### src/design/noc_pkg.sv
`default_nettype none

package noc_pkg;

    // Tile geometry.
    localparam int num_links   = 4;
    localparam int num_sources = num_links + 1;  // Links plus the local port.
    localparam int flit_width  = 16;
    localparam int rx_depth    = 4;

    typedef logic [3:0] node_id_t;
    typedef logic [1:0] link_idx_t;
    typedef logic [7:0] payload_t;

    // Source number at the arbiter, the local port is the last one.
    typedef logic [$clog2(num_sources)-1:0] src_idx_t;

    // Local receive FIFO addressing.
    typedef logic [$clog2(rx_depth)-1:0] rx_ptr_t;
    typedef logic [$clog2(rx_depth):0]   rx_count_t;

    // Single-flit packet, dest in the top nibble.
    typedef struct packed {
        node_id_t dest;
        node_id_t src;
        payload_t payload;
    } flit_t;

endpackage

`default_nettype wire

### src/design/serial_pkg.sv
`default_nettype none

package serial_pkg;

    localparam int bit_cycles = 4;   // Clocks per serial bit.
    localparam int frame_bits = 19;  // Start, 16 data, parity, stop.

    typedef logic [$clog2(bit_cycles)-1:0] baud_cnt_t;
    typedef logic [$clog2(frame_bits)-1:0] bit_cnt_t;

    typedef enum logic [2:0] {
        rx_idle,
        rx_start,
        rx_data,
        rx_parity,
        rx_stop
    } rx_state_t;

    typedef enum logic {
        tx_idle,
        tx_shift
    } tx_state_t;

endpackage

`default_nettype wire

### src/design/link_unit.sv
`timescale 1ns/1ps
`default_nettype none

module link_unit
    import noc_pkg::*;
    import serial_pkg::*;
(
    input  wire logic  clk,
    input  wire logic  rst,
    input  wire logic  serial_in,
    input  wire logic  take,
    input  wire logic  send,
    input  wire flit_t send_flit,
    output logic       serial_out,
    output logic       held_valid,
    output flit_t      held_flit,
    output logic       tx_busy,
    output logic       parity_error
);
    logic [1:0]            rx_sync;
    logic                  rx_bit;
    rx_state_t             rx_state;
    baud_cnt_t             rx_baud;
    bit_cnt_t              rx_count;
    logic [flit_width-1:0] rx_shift;
    logic                  rx_par;
    logic                  rx_mid;
    logic                  frame_ok;
    logic                  frame_bad;

    tx_state_t             tx_state;
    baud_cnt_t             tx_baud;
    bit_cnt_t              tx_count;
    logic [frame_bits-2:0] tx_frame;  // Bits still to go after the start bit.
    logic                  tx_bit_end;

    // Two-flop synchronizer on the line.
    always_ff @(posedge clk) begin
        if (rst) begin
            rx_sync <= 2'b11;
        end else begin
            rx_sync <= {rx_sync[0], serial_in};
        end
    end

    assign rx_bit = rx_sync[1];
    assign rx_mid = (rx_baud == baud_cnt_t'(bit_cycles - 1));

    // Even parity over data and parity bit, stop bit must be high.
    assign frame_ok  = (rx_state == rx_stop) && rx_mid && rx_bit && ~^{rx_shift, rx_par};
    assign frame_bad = (rx_state == rx_stop) && rx_mid && rx_bit && ^{rx_shift, rx_par};

    always_ff @(posedge clk) begin
        if (rst) begin
            rx_state     <= rx_idle;
            rx_baud      <= '0;
            rx_count     <= '0;
            held_valid   <= 1'b0;
            parity_error <= 1'b0;
        end else begin
            if (take) begin
                held_valid <= 1'b0;
            end
            if (frame_ok) begin
                held_valid <= 1'b1;  // Overwrites a flit not yet taken.
            end
            if (frame_bad) begin
                parity_error <= 1'b1;
            end
            case (rx_state)
                rx_idle: begin
                    rx_baud <= '0;
                    if (!rx_bit) begin
                        rx_state <= rx_start;
                    end
                end
                rx_start: begin
                    rx_baud <= rx_baud + 1'b1;
                    // Middle of the start bit.
                    if (rx_baud == baud_cnt_t'(bit_cycles / 2 - 1)) begin
                        rx_baud  <= '0;
                        rx_count <= '0;
                        rx_state <= rx_bit ? rx_idle : rx_data;
                    end
                end
                rx_data: begin
                    rx_baud <= rx_mid ? '0 : rx_baud + 1'b1;
                    if (rx_mid) begin
                        rx_count <= rx_count + 1'b1;
                        if (rx_count == bit_cnt_t'(flit_width - 1)) begin
                            rx_state <= rx_parity;
                        end
                    end
                end
                rx_parity: begin
                    rx_baud <= rx_mid ? '0 : rx_baud + 1'b1;
                    if (rx_mid) begin
                        rx_state <= rx_stop;
                    end
                end
                rx_stop: begin
                    rx_baud <= rx_mid ? '0 : rx_baud + 1'b1;
                    if (rx_mid) begin
                        rx_state <= rx_idle;
                    end
                end
                default: rx_state <= rx_idle;
            endcase
        end
    end

    // Receive data path, LSB arrives first.
    always_ff @(posedge clk) begin
        if (rx_state == rx_data && rx_mid) begin
            rx_shift <= {rx_bit, rx_shift[flit_width-1:1]};
        end
        if (rx_state == rx_parity && rx_mid) begin
            rx_par <= rx_bit;
        end
        if (frame_ok) begin
            held_flit <= flit_t'(rx_shift);
        end
    end

    assign tx_busy    = (tx_state == tx_shift);
    assign tx_bit_end = (tx_baud == baud_cnt_t'(bit_cycles - 1));

    always_ff @(posedge clk) begin
        if (rst) begin
            tx_state   <= tx_idle;
            tx_baud    <= '0;
            tx_count   <= '0;
            serial_out <= 1'b1;
        end else begin
            case (tx_state)
                tx_idle: begin
                    if (send) begin
                        tx_state   <= tx_shift;
                        tx_baud    <= '0;
                        tx_count   <= '0;
                        serial_out <= 1'b0;  // Start bit.
                    end
                end
                tx_shift: begin
                    tx_baud <= tx_bit_end ? '0 : tx_baud + 1'b1;
                    if (tx_bit_end) begin
                        tx_count   <= tx_count + 1'b1;
                        serial_out <= tx_frame[0];
                        if (tx_count == bit_cnt_t'(frame_bits - 1)) begin
                            tx_state   <= tx_idle;
                            serial_out <= 1'b1;
                        end
                    end
                end
                default: tx_state <= tx_idle;
            endcase
        end
    end

    always_ff @(posedge clk) begin
        if (tx_state == tx_idle && send) begin
            tx_frame <= {1'b1, ^send_flit, send_flit};
        end else if (tx_state == tx_shift && tx_bit_end) begin
            tx_frame <= {1'b1, tx_frame[frame_bits-2:1]};
        end
    end

endmodule

`default_nettype wire

### src/design/ingress_arbiter.sv
`timescale 1ns/1ps
`default_nettype none

module ingress_arbiter
    import noc_pkg::*;
(
    input  wire logic                   clk,
    input  wire logic                   rst,
    input  wire logic [num_links:0]     held_valid,
    input  wire flit_t [num_links:0]    held_flit,
    input  wire logic                   ready,
    output logic [num_links:0]          take,
    output logic                        route_valid,
    output flit_t                       route_flit
);
    src_idx_t ptr;        // Highest priority source.
    src_idx_t grant_idx;
    logic     grant_found;

    // First valid source at or after the pointer.
    always_comb begin
        int idx;
        grant_found = 1'b0;
        grant_idx   = ptr;
        for (int off = 0; off < num_sources; off++) begin
            idx = int'(ptr) + off;
            if (idx >= num_sources) begin
                idx = idx - num_sources;
            end
            if (!grant_found && held_valid[idx]) begin
                grant_found = 1'b1;
                grant_idx   = src_idx_t'(idx);
            end
        end
    end

    always_comb begin
        take = '0;
        if (ready && grant_found) begin
            take[grant_idx] = 1'b1;
        end
    end

    assign route_valid = ready && grant_found;
    assign route_flit  = held_flit[grant_idx];

    always_ff @(posedge clk) begin
        if (rst) begin
            ptr <= '0;
        end else if (route_valid) begin
            // Skip past the winner.
            if (grant_idx == src_idx_t'(num_sources - 1)) begin
                ptr <= '0;
            end else begin
                ptr <= grant_idx + 1'b1;
            end
        end
    end

endmodule

`default_nettype wire

### src/design/egress_router.sv
`timescale 1ns/1ps
`default_nettype none

module egress_router
    import noc_pkg::*;
#(
    parameter node_id_t node_id = '0
) (
    input  wire logic                 clk,
    input  wire logic                 rst,
    input  wire logic                 route_valid,
    input  wire flit_t                route_flit,
    input  wire logic [num_links-1:0] tx_busy,
    input  wire logic                 fifo_full,
    output logic                      ready,
    output logic [num_links-1:0]      send,
    output flit_t                     send_flit,
    output logic                      deliver,
    output flit_t                     deliver_flit
);
    logic      buf_valid;
    flit_t     buf_flit;
    logic      to_local;
    link_idx_t tgt_link;
    logic      released;

    assign ready    = !buf_valid;
    assign to_local = (buf_flit.dest == node_id);
    assign tgt_link = buf_flit.dest[$bits(link_idx_t)-1:0];  // Low bits pick the link.

    // Release as soon as the one target is free.
    always_comb begin
        send    = '0;
        deliver = 1'b0;
        if (buf_valid) begin
            if (to_local) begin
                deliver = !fifo_full;
            end else begin
                send[tgt_link] = !tx_busy[tgt_link];
            end
        end
    end

    assign released     = deliver || (|send);
    assign send_flit    = buf_flit;
    assign deliver_flit = buf_flit;

    always_ff @(posedge clk) begin
        if (rst) begin
            buf_valid <= 1'b0;
        end else if (route_valid && ready) begin
            buf_valid <= 1'b1;
        end else if (released) begin
            buf_valid <= 1'b0;
        end
    end

    always_ff @(posedge clk) begin
        if (route_valid && ready) begin
            buf_flit <= route_flit;
        end
    end

endmodule

`default_nettype wire

### src/design/local_port.sv
`timescale 1ns/1ps
`default_nettype none

module local_port
    import noc_pkg::*;
(
    input  wire logic  clk,
    input  wire logic  rst,
    input  wire logic  inject_valid,
    input  wire flit_t inject_flit,
    input  wire logic  take,
    input  wire logic  deliver,
    input  wire flit_t deliver_flit,
    input  wire logic  recv_take,
    output logic       inject_busy,
    output logic       held_valid,
    output flit_t      held_flit,
    output logic       fifo_full,
    output logic       recv_valid,
    output flit_t      recv_flit
);
    logic      inj_valid;
    flit_t     inj_flit;
    flit_t     fifo_mem [rx_depth];
    rx_ptr_t   wr_ptr;
    rx_ptr_t   rd_ptr;
    rx_count_t fifo_count;
    logic      fifo_wr;
    logic      fifo_rd;

    // Injection side, one flit until the arbiter takes it.
    assign inject_busy = inj_valid;
    assign held_valid  = inj_valid;
    assign held_flit   = inj_flit;

    always_ff @(posedge clk) begin
        if (rst) begin
            inj_valid <= 1'b0;
        end else if (inj_valid) begin
            if (take) begin
                inj_valid <= 1'b0;
            end
        end else if (inject_valid) begin
            inj_valid <= 1'b1;
        end
    end

    always_ff @(posedge clk) begin
        if (!inj_valid && inject_valid) begin
            inj_flit <= inject_flit;
        end
    end

    // Receive FIFO.
    assign fifo_full  = (fifo_count == rx_count_t'(rx_depth));
    assign recv_valid = (fifo_count != '0);
    assign recv_flit  = fifo_mem[rd_ptr];
    assign fifo_wr    = deliver && !fifo_full;
    assign fifo_rd    = recv_take && recv_valid;

    always_ff @(posedge clk) begin
        if (rst) begin
            wr_ptr     <= '0;
            rd_ptr     <= '0;
            fifo_count <= '0;
        end else begin
            if (fifo_wr) begin
                wr_ptr <= wr_ptr + 1'b1;  // Depth is a power of two.
            end
            if (fifo_rd) begin
                rd_ptr <= rd_ptr + 1'b1;
            end
            case ({fifo_wr, fifo_rd})
                2'b10:   fifo_count <= fifo_count + 1'b1;
                2'b01:   fifo_count <= fifo_count - 1'b1;
                default: fifo_count <= fifo_count;
            endcase
        end
    end

    always_ff @(posedge clk) begin
        if (fifo_wr) begin
            fifo_mem[wr_ptr] <= deliver_flit;
        end
    end

endmodule

`default_nettype wire

### src/design/tile.sv
`timescale 1ns/1ps
`default_nettype none

module tile
    import noc_pkg::*;
#(
    parameter node_id_t node_id = '0
) (
    input  wire logic                 clk,
    input  wire logic                 rst,
    input  wire logic [num_links-1:0] serial_in,
    output logic [num_links-1:0]      serial_out,
    input  wire logic                 inject_valid,
    input  wire flit_t                inject_flit,
    output logic                      inject_busy,
    output logic                      recv_valid,
    output flit_t                     recv_flit,
    input  wire logic                 recv_take,
    output logic [num_links-1:0]      parity_error
);
    // Drain side, the local port is source num_links.
    logic [num_links:0]     held_valid;
    flit_t [num_links:0]    held_flit;
    logic [num_links:0]     take;

    logic                   route_valid;
    flit_t                  route_flit;
    logic                   ready;

    // Feed side.
    logic [num_links-1:0]   send;
    flit_t                  send_flit;
    logic [num_links-1:0]   tx_busy;
    logic                   deliver;
    flit_t                  deliver_flit;
    logic                   fifo_full;

    local_port port (
        .clk(clk),
        .rst(rst),
        .inject_valid(inject_valid),
        .inject_flit(inject_flit),
        .take(take[num_links]),
        .deliver(deliver),
        .deliver_flit(deliver_flit),
        .recv_take(recv_take),
        .inject_busy(inject_busy),
        .held_valid(held_valid[num_links]),
        .held_flit(held_flit[num_links]),
        .fifo_full(fifo_full),
        .recv_valid(recv_valid),
        .recv_flit(recv_flit)
    );

    ingress_arbiter arbiter (
        .clk(clk),
        .rst(rst),
        .held_valid(held_valid),
        .held_flit(held_flit),
        .ready(ready),
        .take(take),
        .route_valid(route_valid),
        .route_flit(route_flit)
    );

    egress_router #(
        .node_id(node_id)
    ) router (
        .clk(clk),
        .rst(rst),
        .route_valid(route_valid),
        .route_flit(route_flit),
        .tx_busy(tx_busy),
        .fifo_full(fifo_full),
        .ready(ready),
        .send(send),
        .send_flit(send_flit),
        .deliver(deliver),
        .deliver_flit(deliver_flit)
    );

    genvar i;
    generate
        for (i = 0; i < num_links; i++) begin : g_link
            link_unit link (
                .clk(clk),
                .rst(rst),
                .serial_in(serial_in[i]),
                .take(take[i]),
                .send(send[i]),
                .send_flit(send_flit),
                .serial_out(serial_out[i]),
                .held_valid(held_valid[i]),
                .held_flit(held_flit[i]),
                .tx_busy(tx_busy[i]),
                .parity_error(parity_error[i])
            );
        end
    endgenerate

endmodule

`default_nettype wire

### config.mk
export PLATFORM = sky130hd
export DESIGN_NAME = tile
export DESIGN_NICKNAME = d
export VERILOG_FILES = /design/src/design/noc_pkg.sv /design/src/design/serial_pkg.sv /design/src/design/link_unit.sv /design/src/design/ingress_arbiter.sv /design/src/design/egress_router.sv /design/src/design/local_port.sv /design/src/design/tile.sv
export SDC_FILE = /design/constraint.sdc
export NUM_CORES = 1
export LEC_CHECK = 0
export ABC_AREA = 1
export BUFFER_PORTS_ARGS = -buffer_cell sky130_fd_sc_hd__buf_2
export CORE_MARGIN = 10
export CORE_UTILIZATION = 30
export CTS_CLUSTER_DIAMETER = 120
export DETAILED_ROUTE_END_ITERATION = 8
export PLACE_DENSITY_LB_ADDON = 0.2
export REMOVE_ABC_BUFFERS = 1
export SETUP_SLACK_MARGIN = 0.5
export SYNTH_ARGS = -nofsm -noshare
export SYNTH_HDL_FRONTEND = slang
export SYNTH_SLANG_ARGS = --single-unit
### constraint.sdc
create_clock -name clk -period 5.2 [get_ports clk]
set_clock_uncertainty 0.15 [all_clocks]
set_input_delay 0.78 -clock clk [delete_from_list [all_inputs] [get_ports clk]]
set_output_delay 0.78 -clock clk [all_outputs]
set_load 0.05 [all_outputs]
=== Yosys cells after proc, flatten, opt, wreduce, memory -nomap -nowiden ===
Memory sizes are Yosys's and may differ from the RTL's. A register that Yosys moved wholly into a read port is not among the register bits.
Index checks and enable logic that the tools add are counted.

* Word-level logic and storage cells: 482
* Memories: 1
* Register bits after elaboration: 336
* Bits of input ports: 24
* Output and inout bits: 26
* RAM bits: 64

* Reductions and logical operators: 102
* $add $sub $neg: 30
* Bitwise gates (word level): 5
* Order comparisons: 14
* Muxes and demuxes: 182
* Eq/ne operators: 72

{| class="wikitable"
|+ Memory list
! memory !! depth !! width !! read ports !! clocked after memory_dff !! wr ports !! RTL line !! RTL
|-
| port.fifo_mem || 4 || 16 || 1 || 1 || 1 || local_port.sv:24 || <nowiki>flit_t fifo_mem [rx_depth];</nowiki>
|}

{| class="wikitable"
|+ Operators by type and width
! operator !! count
|-
| $lt A32 B5 Y1 const B || 5
|-
| $mux W32 || 5
|-
| $mux W17 || 8
|-
| $ge A32 B4 Y1 const B || 4
|-
| $sub A32 B4 Y32 const B || 4
|-
| $mux W3 || 30
|-
| $mux W5 || 17
|-
| $pmux W5 S2 || 8
|-
| $reduce_xnor A17 Y1 || 4
|-
| $reduce_xor A17 Y1 || 4
|-
| $pmux W3 S5 || 4
|-
| $mux W1 || 59
|-
| $bmux W16 S3 || 1
|-
| $mux W2 || 22
|-
| $logic_and A1 B1 Y1 || 43
|-
| $add A5 B1 Y5 const B || 8
|-
| $ne A2 B1 Y1 const B || 20
|-
| $reduce_bool A2 Y1 || 14
|-
| $eq A3 B2 Y1 const B || 8
|-
| $ne A2 B2 Y1 const B || 12
|-
| $pmux W2 S3 || 4
|-
| $reduce_and A6 Y1 || 4
|-
| $add A2 B1 Y2 const B || 10
|-
| $eq A5 B4 Y1 const B || 4
|-
| 37 further kinds || 103
|}

=== Longest topological paths before layout ===
Gate-level depths: netlist of run 1.

* Depth after elaboration: 25
* Depth in mapped cells: 26
* Depth with buffers taken out: 26

=== Modules after synthesis ===
From an unflattened synthesis of run 1, not the netlist that was laid out.

* Cells, all modules: 2049
* Area, all modules: 19631.3 um2

{| class="wikitable"
|+ Modules (own cells, without submodules)
! module !! area each (um2) !! sequential area each (um2) !! instances !! cells an instance
|-
| link_unit (g_link[0].link ...) || 3289.4 || 1961.9 || 2 || 327
|-
| local_port || 3611.0 || 2602.5 || 1 || 246
|-
| link_unit (g_link[3].link) || 3274.4 || 1961.9 || 1 || 327
|-
| link_unit (g_link[1].link) || 3265.6 || 1961.9 || 1 || 329
|-
| ingress_arbiter || 2148.3 || 60.1 || 1 || 430
|-
| egress_router || 753.2 || 500.5 || 1 || 63
|}

=== Least setup slack after synthesis of run 1 ===
OpenSTA, ideal clock, no wires.

* Path kind: reg2reg
* From: register arbiter.ptr[0]
* To: register g_link[0].link.held_valid
* Setup time: 0.128 ns
* Clock period less this slack: 3.422 ns
* Stages on the path, launching flop included: 19
* Buffers on the path: 0
* Setup slack: 1.778 ns
* Arrival: 3.145 ns
* Required time: 4.922 ns
* Cell sequence: dfxtp_1 > inv_2 > ha_1 > ha_1 > nand2_1 > nand2_2 > nand2_1 > nand2_1 > nand2_1 > nand3_1 > nand3_1 > nand2_1 > inv_1 > a31oi_2 > inv_2 > nor2_1 > nand2_1 > a21oi_1 > nor2_1

* Elaborated cells on any way between the ends: 60
* Those cells by class: 9 x add/sub; 7 x order compare; 33 x mux; 11 x reduce/logical

{| class="wikitable"
|+ RTL lines
! element !! RTL line !! RTL
|-
| start: declaration || ingress_arbiter.sv:16 || <nowiki>src_idx_t ptr;</nowiki>
|-
| start signal: assignment || ingress_arbiter.sv:55 || <nowiki>ptr <= grant_idx + 1'b1;</nowiki>
|-
| branches (longest 17 deep; another with $sub A32 B4 Y32) || n/a ||
|-
| $mux W1 (*) || ingress_arbiter.sv:30 || <nowiki>if (!grant_found && held_valid[idx]) begin</nowiki>
|-
| $logic_and A1 B1 Y1 (*) || n/a ||
|-
| net arbiter.route_valid || ingress_arbiter.sv:13 || <nowiki>output logic route_valid,</nowiki>
|-
| $mux W5 (*) || ingress_arbiter.sv:39 || <nowiki>if (ready && grant_found) begin</nowiki>
|-
| $reduce_bool A2 Y1 (no source line) (*) || n/a ||
|-
| end signal: assignment || link_unit.sv:58 || <nowiki>held_valid <= 1'b0;</nowiki>
|-
| end signal: assignment || link_unit.sv:62 || <nowiki>held_valid <= 1'b0;</nowiki>
|-
| end signal: assignment || link_unit.sv:65 || <nowiki>held_valid <= 1'b1;</nowiki>
|-
| end: declaration || link_unit.sv:15 || <nowiki>output logic held_valid,</nowiki>
|}

Mark *: on every way through the listed nets, which the timed path passes. The select of a mux whose other input is x is not followed.
A chain may end at the register's enable or synchronous reset.

==> results of run 1 <==
cell type report:
class	instances	area [sq um]
clock buffers	56	1250
clock inverters	24	164
fillers	6018	38700
inverters	168	636
multi-input cells	1148	6150
flip-flops and latches	402	11000
well taps	773	967
repair buffers	74	433
worst reg2reg max path: cells and delay by family, from the launching register on:
family / cells / cell delay, ns
flip-flops: 1 / 0.50
buffers and inverters: 5 / 0.72
AND/OR/NAND/NOR: 14 / 1.67
adder cells (fa/ha/maj): 2 / 0.56
sequential cells by signal (all words and copies together) (netlist names), 8 cells and up, named ones only:
signal,count
g_link.link.rx_state,12
g_link.link.rx_sync,8
g_link.link.tx_count,20
router.deliver_flit,16
port.fifo_mem,64
g_link.link.tx_frame,68
g_link.link.rx_baud,8
g_link.link.tx_baud,8
g_link.link.held_flit,64
g_link.link.rx_shift,64
g_link.link.rx_count,20
port.held_flit,16
cells by family after synthesis:
logic type | synth area share, %
AO/OA/AOI/OAI | 7.25
XOR/XNOR | 4.17
adder cells (fa/ha/maj) | 3.82
buffers and inverters | 5.12
flip-flops | 60.9
AND/OR/NAND/NOR | 18.7
layer usage:
| metal | track usage [%] | vias to the layer above |
|---|---|---|
| met5 | 0 | - |
| met1 | 15.2 | 5737 |
| met3 | 2.00 | 68 |
| met2 | 18.8 | 206 |
| li1 | - | 6087 |
| met4 | 3.99 | 0 |
power groups by stage:
stage                     clock network (W)  logic, W  registers [W]
after floorplan                           0   0.00439        0.00443
final                               0.00303   0.00590        0.00451
after global placement                    0   0.00590        0.00458
after detailed placement                  0   0.00594        0.00458
after global routing                0.00326   0.00666        0.00456
after CTS                           0.00313   0.00595        0.00451
metrics by stage:
stage               instances  power (W)
global placement         2565     0.0105
global route             2645     0.0145
finish                   2645     0.0134
floorplan                1718    0.00882
detailed placement       2565     0.0105
CTS                      2645     0.0136
path summary, 6_finish.rpt:
check / start / depth (start not counted) / slack [ns] / to
setup reg to reg: arbiter.ptr[1] / 21 / 1.44 / router.deliver_flit[15]
setup / recovery: arbiter.ptr[1] / 21 / 1.44 / router.deliver_flit[15]
hold reg to reg: g_link[3].link.rx_sync[0] / 1 / 0.26 / g_link[3].link.rx_sync[1]
hold / removal: inject_flit[0] / 1 / 0.23 / port.held_flit[0]
Yosys cell counts (2+ instances only):
cell type and n:
nor2_1 114, o21ai_0 100, inv_4 2, edfxtp_1 296, a21o_1 2, o221a_2 2
buf_4 9, a221oi_1 2, o21ai_1 6, o41ai_1 4, buf_6 8, a221o_1 4
fa_1 2, or2_2 16, nand2_2 13, inv_2 8, o21a_1 5, ha_1 52
nand2_4 5, o22ai_1 16, nand3_2 15, nor3_1 33, xor2_1 26, o211ai_1 4
nand3_1 90, nand3b_1 2, clkbuf_1 31, inv_1 158, nor2_8 4, nand4_1 12
a21oi_1 77, dfxtp_1 106, a22oi_1 5, o21bai_1 2, xnor2_1 60, buf_2 3
nand2_1 466
==> summary.txt, run 1 <==
GRT
  – Grt ovf: 0
  – Largest net degree at the start of global routing: 54
  – Initial antenna violation count: 0
  – Number of global-route vias before repair: 11900
  – Global-route wire length before repair: 65300 um
  – GRT Total Usage: 11.5%

Synthesis
  – Post-synth EDFFs: 296
  – Gate Count Post-Synth: 1769
  – Asr flop ratio synth: 0%
  – Synth cell types: 46
  – Syn Area/Cell: 10.2 sq um
  – Synth Flop Type: edfxtp_1
  – Top-area cell type share of the netlist area: 49.2%
  – #FFs+latches synth: 402
  – Sequential share of the synthesized area: 60.9%
  – Synth Cell Area: 18100 sq um
  – Synth top area cells: edfxtp_1, dfxtp_1, nand2_1
  – Yosys warning total: 0
  – Post-synth top area cell: edfxtp_1

Placed design
  – Port Buffer Count: 49
  – RePlAce Congestion: 0.865
  – Post-DP HPWL: 28300 um
  – Place WS: 1.48 ns
  – Dpl cell area: 19200 sq um

STA
  – Final setup viols: 0
  – Fin. max-slew vios: 0
  – Relative slew slack: 30.5%
  – RSZ-0062 raised after global routing: no
  – TNS Setup: 0 ns
  – Hold_ws: 0.233 ns
  – Tmin final: 3.76 ns
  – Worst slew pin tran: 1.04 ns
  – Final period utilization: 72.3%
  – Fmax: 266 MHz
  – Final setup margin: 1.44 ns
  – Final Hold Vio Count: 0

Power
  – Worst vdd ir: 0.680 mV
  – Part of the power in registers: 33.6%
  – Sw Share: 43.6%
  – Cell Int Power: 0.00758 W
  – Clock power frac: 22.5%
  – Lkg Pwr: 7.86 nW
  – P_sw: 0.00586 W
  – P per Cell Area: 652 nW/um^2
  – Combinational Power Share: 43.9%

Die
  – Core box area: 59400 sq um
  – Initial core utilization: 30.5%
  – Row Count: 89
  – Die Ht: 265 um
  – I/O pin total: 50
  – Die W: 265 um
  – Die area: 70500 sq um

Worst setup path
  – Critical path class: flop to flop
  – Worst-path fanout max: 33
  – Worst Path Required: 5.46 ns
  – CP most frequent cell: nand2_1
  – Slowest-stage cell, CP: dfxtp_1
  – Worst Path Buf+Inv: 5
  – Critical path arrival: 4.02 ns
  – Max incr delay on CP: 0.50 ns
  – CP Launch Type: flop
  – Worst path cell trace: ha_1 > inv_1 > fa_1 > inv_1 > nand2_1 > nand3_1 > nand2_1 > inv_1 > nand3_1 > nand3_1 > nand2_2 > nor2_8 > nand3_4 > inv_2 > nand3_2 > nand2_4 > buf_4 > nand2_1 > nand2_1 > nand2_1 > nand3_1
  – CP Capture Type: flop
  – Crit-path leading delay family: simple AND/OR/NAND/NOR gates

Drt
  – Via count: 12100
  – Metal2 WL: 19000 um
  – Top layer in use: met4
  – Routed len/inst: 15.5 um
  – Routed vias/inst: 4.57
  – Wire length on met1: 19400 um
  – Routed met3 length: 1660 um
  – Post-Route WL: 41000 um
  – Final ANT Viol Nets: 0
  – Initial detailed-routing violation count: 719
  – Drt pass-1 iters: 5
  – # DRC: 0

Finish
  – P&R area growth vs syn: 14.0%
  – ANT cells: 0
  – Finished Cell Area: 20600 sq um
  – Most common cell after layout, fill and taps aside: nand2_1
  – Share of cells above drive strength 1: 11.7%
  – Commonest non-fill, non-tap cells in the layout: nand2_1, edfxtp_1, inv_1
  – Nets: 1916
  – Final Core Density: 34.7%

Clock network
  – TritonCTS clock tree: built
  – Reg clk slew, reported paths: 0.06 ns
  – Worst skew pair latency: 0.57 ns
  – H-tree Lvls: 2
  – TritonCTS buffer count: 44
  – Hold-fix buffers, CTS: 0
  – Total clock sinks: 402
  – Setup Fix Bufs, Post-CTS: 0
  – Root buffer selected by CTS: clkbuf_16
  – Max Root-Sink Buffers: 3
  – Post-CTS Resized: 0

Status
  – Status: finished clean

Worst hold path
  – HP Class: input port to flop

Run
  – Maxcap violations: 0
(Power assumes the default switching activity.)
==> inputs of run 2 (changes only) <==
==> constraint.sdc (replaced) <==
create_clock -name clk -period 3 [get_ports clk]
set_clock_uncertainty 0.15 [all_clocks]
set_input_delay 0.45 -clock clk [delete_from_list [all_inputs] [get_ports clk]]
set_output_delay 0.45 -clock clk [all_outputs]
set_load 0.05 [all_outputs]
==> summary.txt, run 2 (synthesized netlist as in run 1, its figures left out) <==
STA
  – Final period utilization: 106% (+34 points)
  – Tmin final: 3.19 ns (-0.573 ns)
  – Final setup margin: -0.188 ns (-1.63 ns)
  – Fin. max-slew vios: 0 (unchanged)
  – Final setup viols: 23 (+23)
  – Worst slew pin tran: 0.722 ns (-0.320 ns)
  – RSZ-0062 raised after global routing: yes
  – Final Hold Vio Count: 0 (unchanged)
  – Fmax: 314 MHz (+18%)
  – Relative slew slack: 51.9% (+21 points)

Placed design
  – RePlAce Congestion: 0.831 (-3.9%)
  – Dpl cell area: 19800 sq um (+3.0%)
  – Post-DP HPWL: 29400 um (+4.1%)
  – Port Buffer Count: 49 (unchanged)

Worst setup path
  – Critical path class: flop to flop
  – CP Launch Type: flop
  – Worst-path fanout max: 8 (-76%)
  – Worst r2r src: arbiter.ptr[0]
  – Worst setup path startpoint: arbiter.ptr[0]
  – Register-to-Register Path Depth: 22 (+4.8%)
  – Internal reg-to-reg setup slack: -0.19 ns (-1.63 ns)
  – RR Endpoint: router.deliver_flit[4]
  – CP Capture Type: flop
  – Critical path arrival: 3.35 ns (-0.67 ns)
  – CP Capture Point: router.deliver_flit[4]
  – Worst Path Required: 3.16 ns (-2.30 ns)

Clock network
  – Total clock sinks: 402 (unchanged)
  – TritonCTS clock tree: built
  – Worst skew pair latency: 0.58 ns (about the same)
  – Root buffer selected by CTS: clkbuf_16
  – H-tree Lvls: 2 (unchanged)
  – Max Root-Sink Buffers: 3 (unchanged)
  – Reg clk slew, reported paths: 0.06 ns (about the same)
  – TritonCTS buffer count: 45 (+2.3%)

GRT
  – Initial antenna violation count: 0 (unchanged)
  – Global-route wire length before repair: 69600 um (+6.6%)
  – Largest net degree at the start of global routing: 54 (unchanged)
  – GRT Total Usage: 12.2% (+0.71 points)
  – Grt ovf: 0 (unchanged)
  – Number of global-route vias before repair: 12900 (+8.3%)

Drt
  – Initial detailed-routing violation count: 722 (+0.42%)
  – Post-Route WL: 43500 um (+6.1%)
  – Drt pass-1 iters: 5 (unchanged)
  – Routed len/inst: 15.7 um (+0.92%)
  – # DRC: 0 (unchanged)
  – Via count: 12700 (+4.6%)
  – Routed vias/inst: 4.55 (-0.52%)
  – Final ANT Viol Nets: 0 (unchanged)

Power
  – Final Total Pwr: 0.0294 W (+120%)
  – Worst vdd ir: 1.23 mV (+81%)
  – P per Cell Area: 1290 nW/um^2 (+98%)
  – Lkg Pwr: 8.78 nW (+12%)

Finish
  – Share of cells above drive strength 1: 22.2% (+10 points)
  – Finished Cell Area: 22800 sq um (+11%)
  – Nets: 2049 (+6.9%)
  – P&R area growth vs syn: 26.2%
  – Largest register FFs: 68 (unchanged)
  – Fillers: 5805 (-3.5%)
  – Most common cell after layout, fill and taps aside: nand2_1
  – ANT cells: 0 (unchanged)
  – Commonest non-fill, non-tap cells in the layout: nand2_1, edfxtp_1, inv_1
  – Biggest register: g_link.link.tx_frame

Run
  – Maxcap violations: 0 (unchanged)

Die
  – Initial core utilization: 30.5% (unchanged)
  – Die W: 265 um (unchanged)
  – Row Count: 89 (unchanged)
  – Die area: 70500 sq um (unchanged)
  – Die Ht: 265 um (unchanged)
  – I/O pin total: 50 (unchanged)
  – Core box area: 59400 sq um (unchanged)

Status
  – Violated checks: setup timing
  – Status: finished with violations

Worst hold path
  – HP Class: input port to flop
## run 2: cell types whose count changed in the layout (fill, tap and decap cells not counted), sizes merged
cell | before | now
dlygate4sd3 | 0 | 20
clkinvlp | 3 | 8
inv | 170 | 166
bufbuf | 0 | 1
clkbuf | 56 | 63
buf | 74 | 182
clkinv | 18 | 16
bufinv | 1 | 2
## run 2: final cells by class
type                    instances  area [sq um]  share of cell area (%)
repair inverters                1          5.00                  0.0219
clock inverters                23           203                   0.889
inverters                     168           658                    2.89
well taps                     773           967                    4.24
clock buffers                  61          1250                    5.47
repair buffers                205          1950                    8.56
multi-input cells            1148          6750                    29.6
flip-flops and latches        402         11000                    48.3
## run 2: report_power, final
group / internal [W] / leakage (nW) / total [W] / switching [W]
sequential: 0.00713 / 3.56 / 0.00779 / 0.000663
combinational: 0.00701 / 4.52 / 0.0163 / 0.00925
clock: 0.00311 / 0.698 / 0.00538 / 0.00227
total: 0.0172 / 8.78 / 0.0294 / 0.0122
## run 2: through the flow
| stage | TNS (ns) | hold slack, ns | worst slack (ns) | utilization [%] | instances |
|---|---|---|---|---|---|
| final | -3.03 | 0.0929 | -0.188 | 38.4 | 2781 |
| after global routing | -8.08 | 0.105 | -0.356 | 38.4 | 2781 |
| after CTS | -2.49 | 0.0734 | -0.163 | 37.6 | 2768 |
| after detailed placement | -7.31 | 0.242 | -0.363 | 33.3 | 2628 |
| after global placement | -5.15 | 0.242 | -0.276 | 33.3 | 2628 |
| after floorplan | -22.61 | 0.239 | -0.629 | - | 1718 |
## run 2: timing repair
action / in CTS / in global routing
gates resized for setup: 126 / 116
hold endpoints to repair: 20 / 0
hold buffers: 20 / 0
gates cloned: 5 / 2
setup endpoints to repair: 236 / 220
pin swaps: 40 / 24
setup buffers: 31 / 11
## run 2: worst max-delay path, cell delays in order (launching register included)
cell,delay (ns)
dfxtp_4,0.36
inv_4,0.08
ha_4,0.12
inv_2,0.04
fa_2,0.35
clkinv_4,0.11
buf_6,0.13
nand3_4,0.09
nand2_4,0.13
nand3_2,0.08
nand3_2,0.10
nand2_4,0.08
nor2_8,0.16
nand3_1,0.11
nand2_2,0.09
inv_2,0.04
nand2_4,0.08
nand2_8,0.09
bufbuf_16,0.29
nand2_1,0.06
nand2_1,0.06
nand2_1,0.06
nand3_1,0.08
## run 2: metal layers
| metal | share of wire [%] | GRT usage [%] | vias up |
|---|---|---|---|
| met5 | 0 | 0 | - |
| met4 | 2.3 | 3.59 | 0 |
| met3 | 3.4 | 2.51 | 62 |
| met2 | 49 | 20.6 | 153 |
| met1 | 46 | 15.6 | 6066 |
| li1 | - | - | 6373 |
## run 2: how the worst min path moves through the flow
stage	from	to	slack, ns	depth (start not counted)
CTS	recv_take	port.rd_ptr[0]	0.07	4
global placement	g_link[0].link.rx_sync[0]	g_link[0].link.rx_sync[1]	0.24	1
finish	recv_take	flop	0.09	4
detailed placement	g_link[1].link.rx_sync[0]	g_link[1].link.rx_sync[1]	0.24	1
floorplan	g_link[0].link.rx_sync[0]	g_link[0].link.rx_sync[1]	0.24	1
global route	recv_take	flop	0.10	4
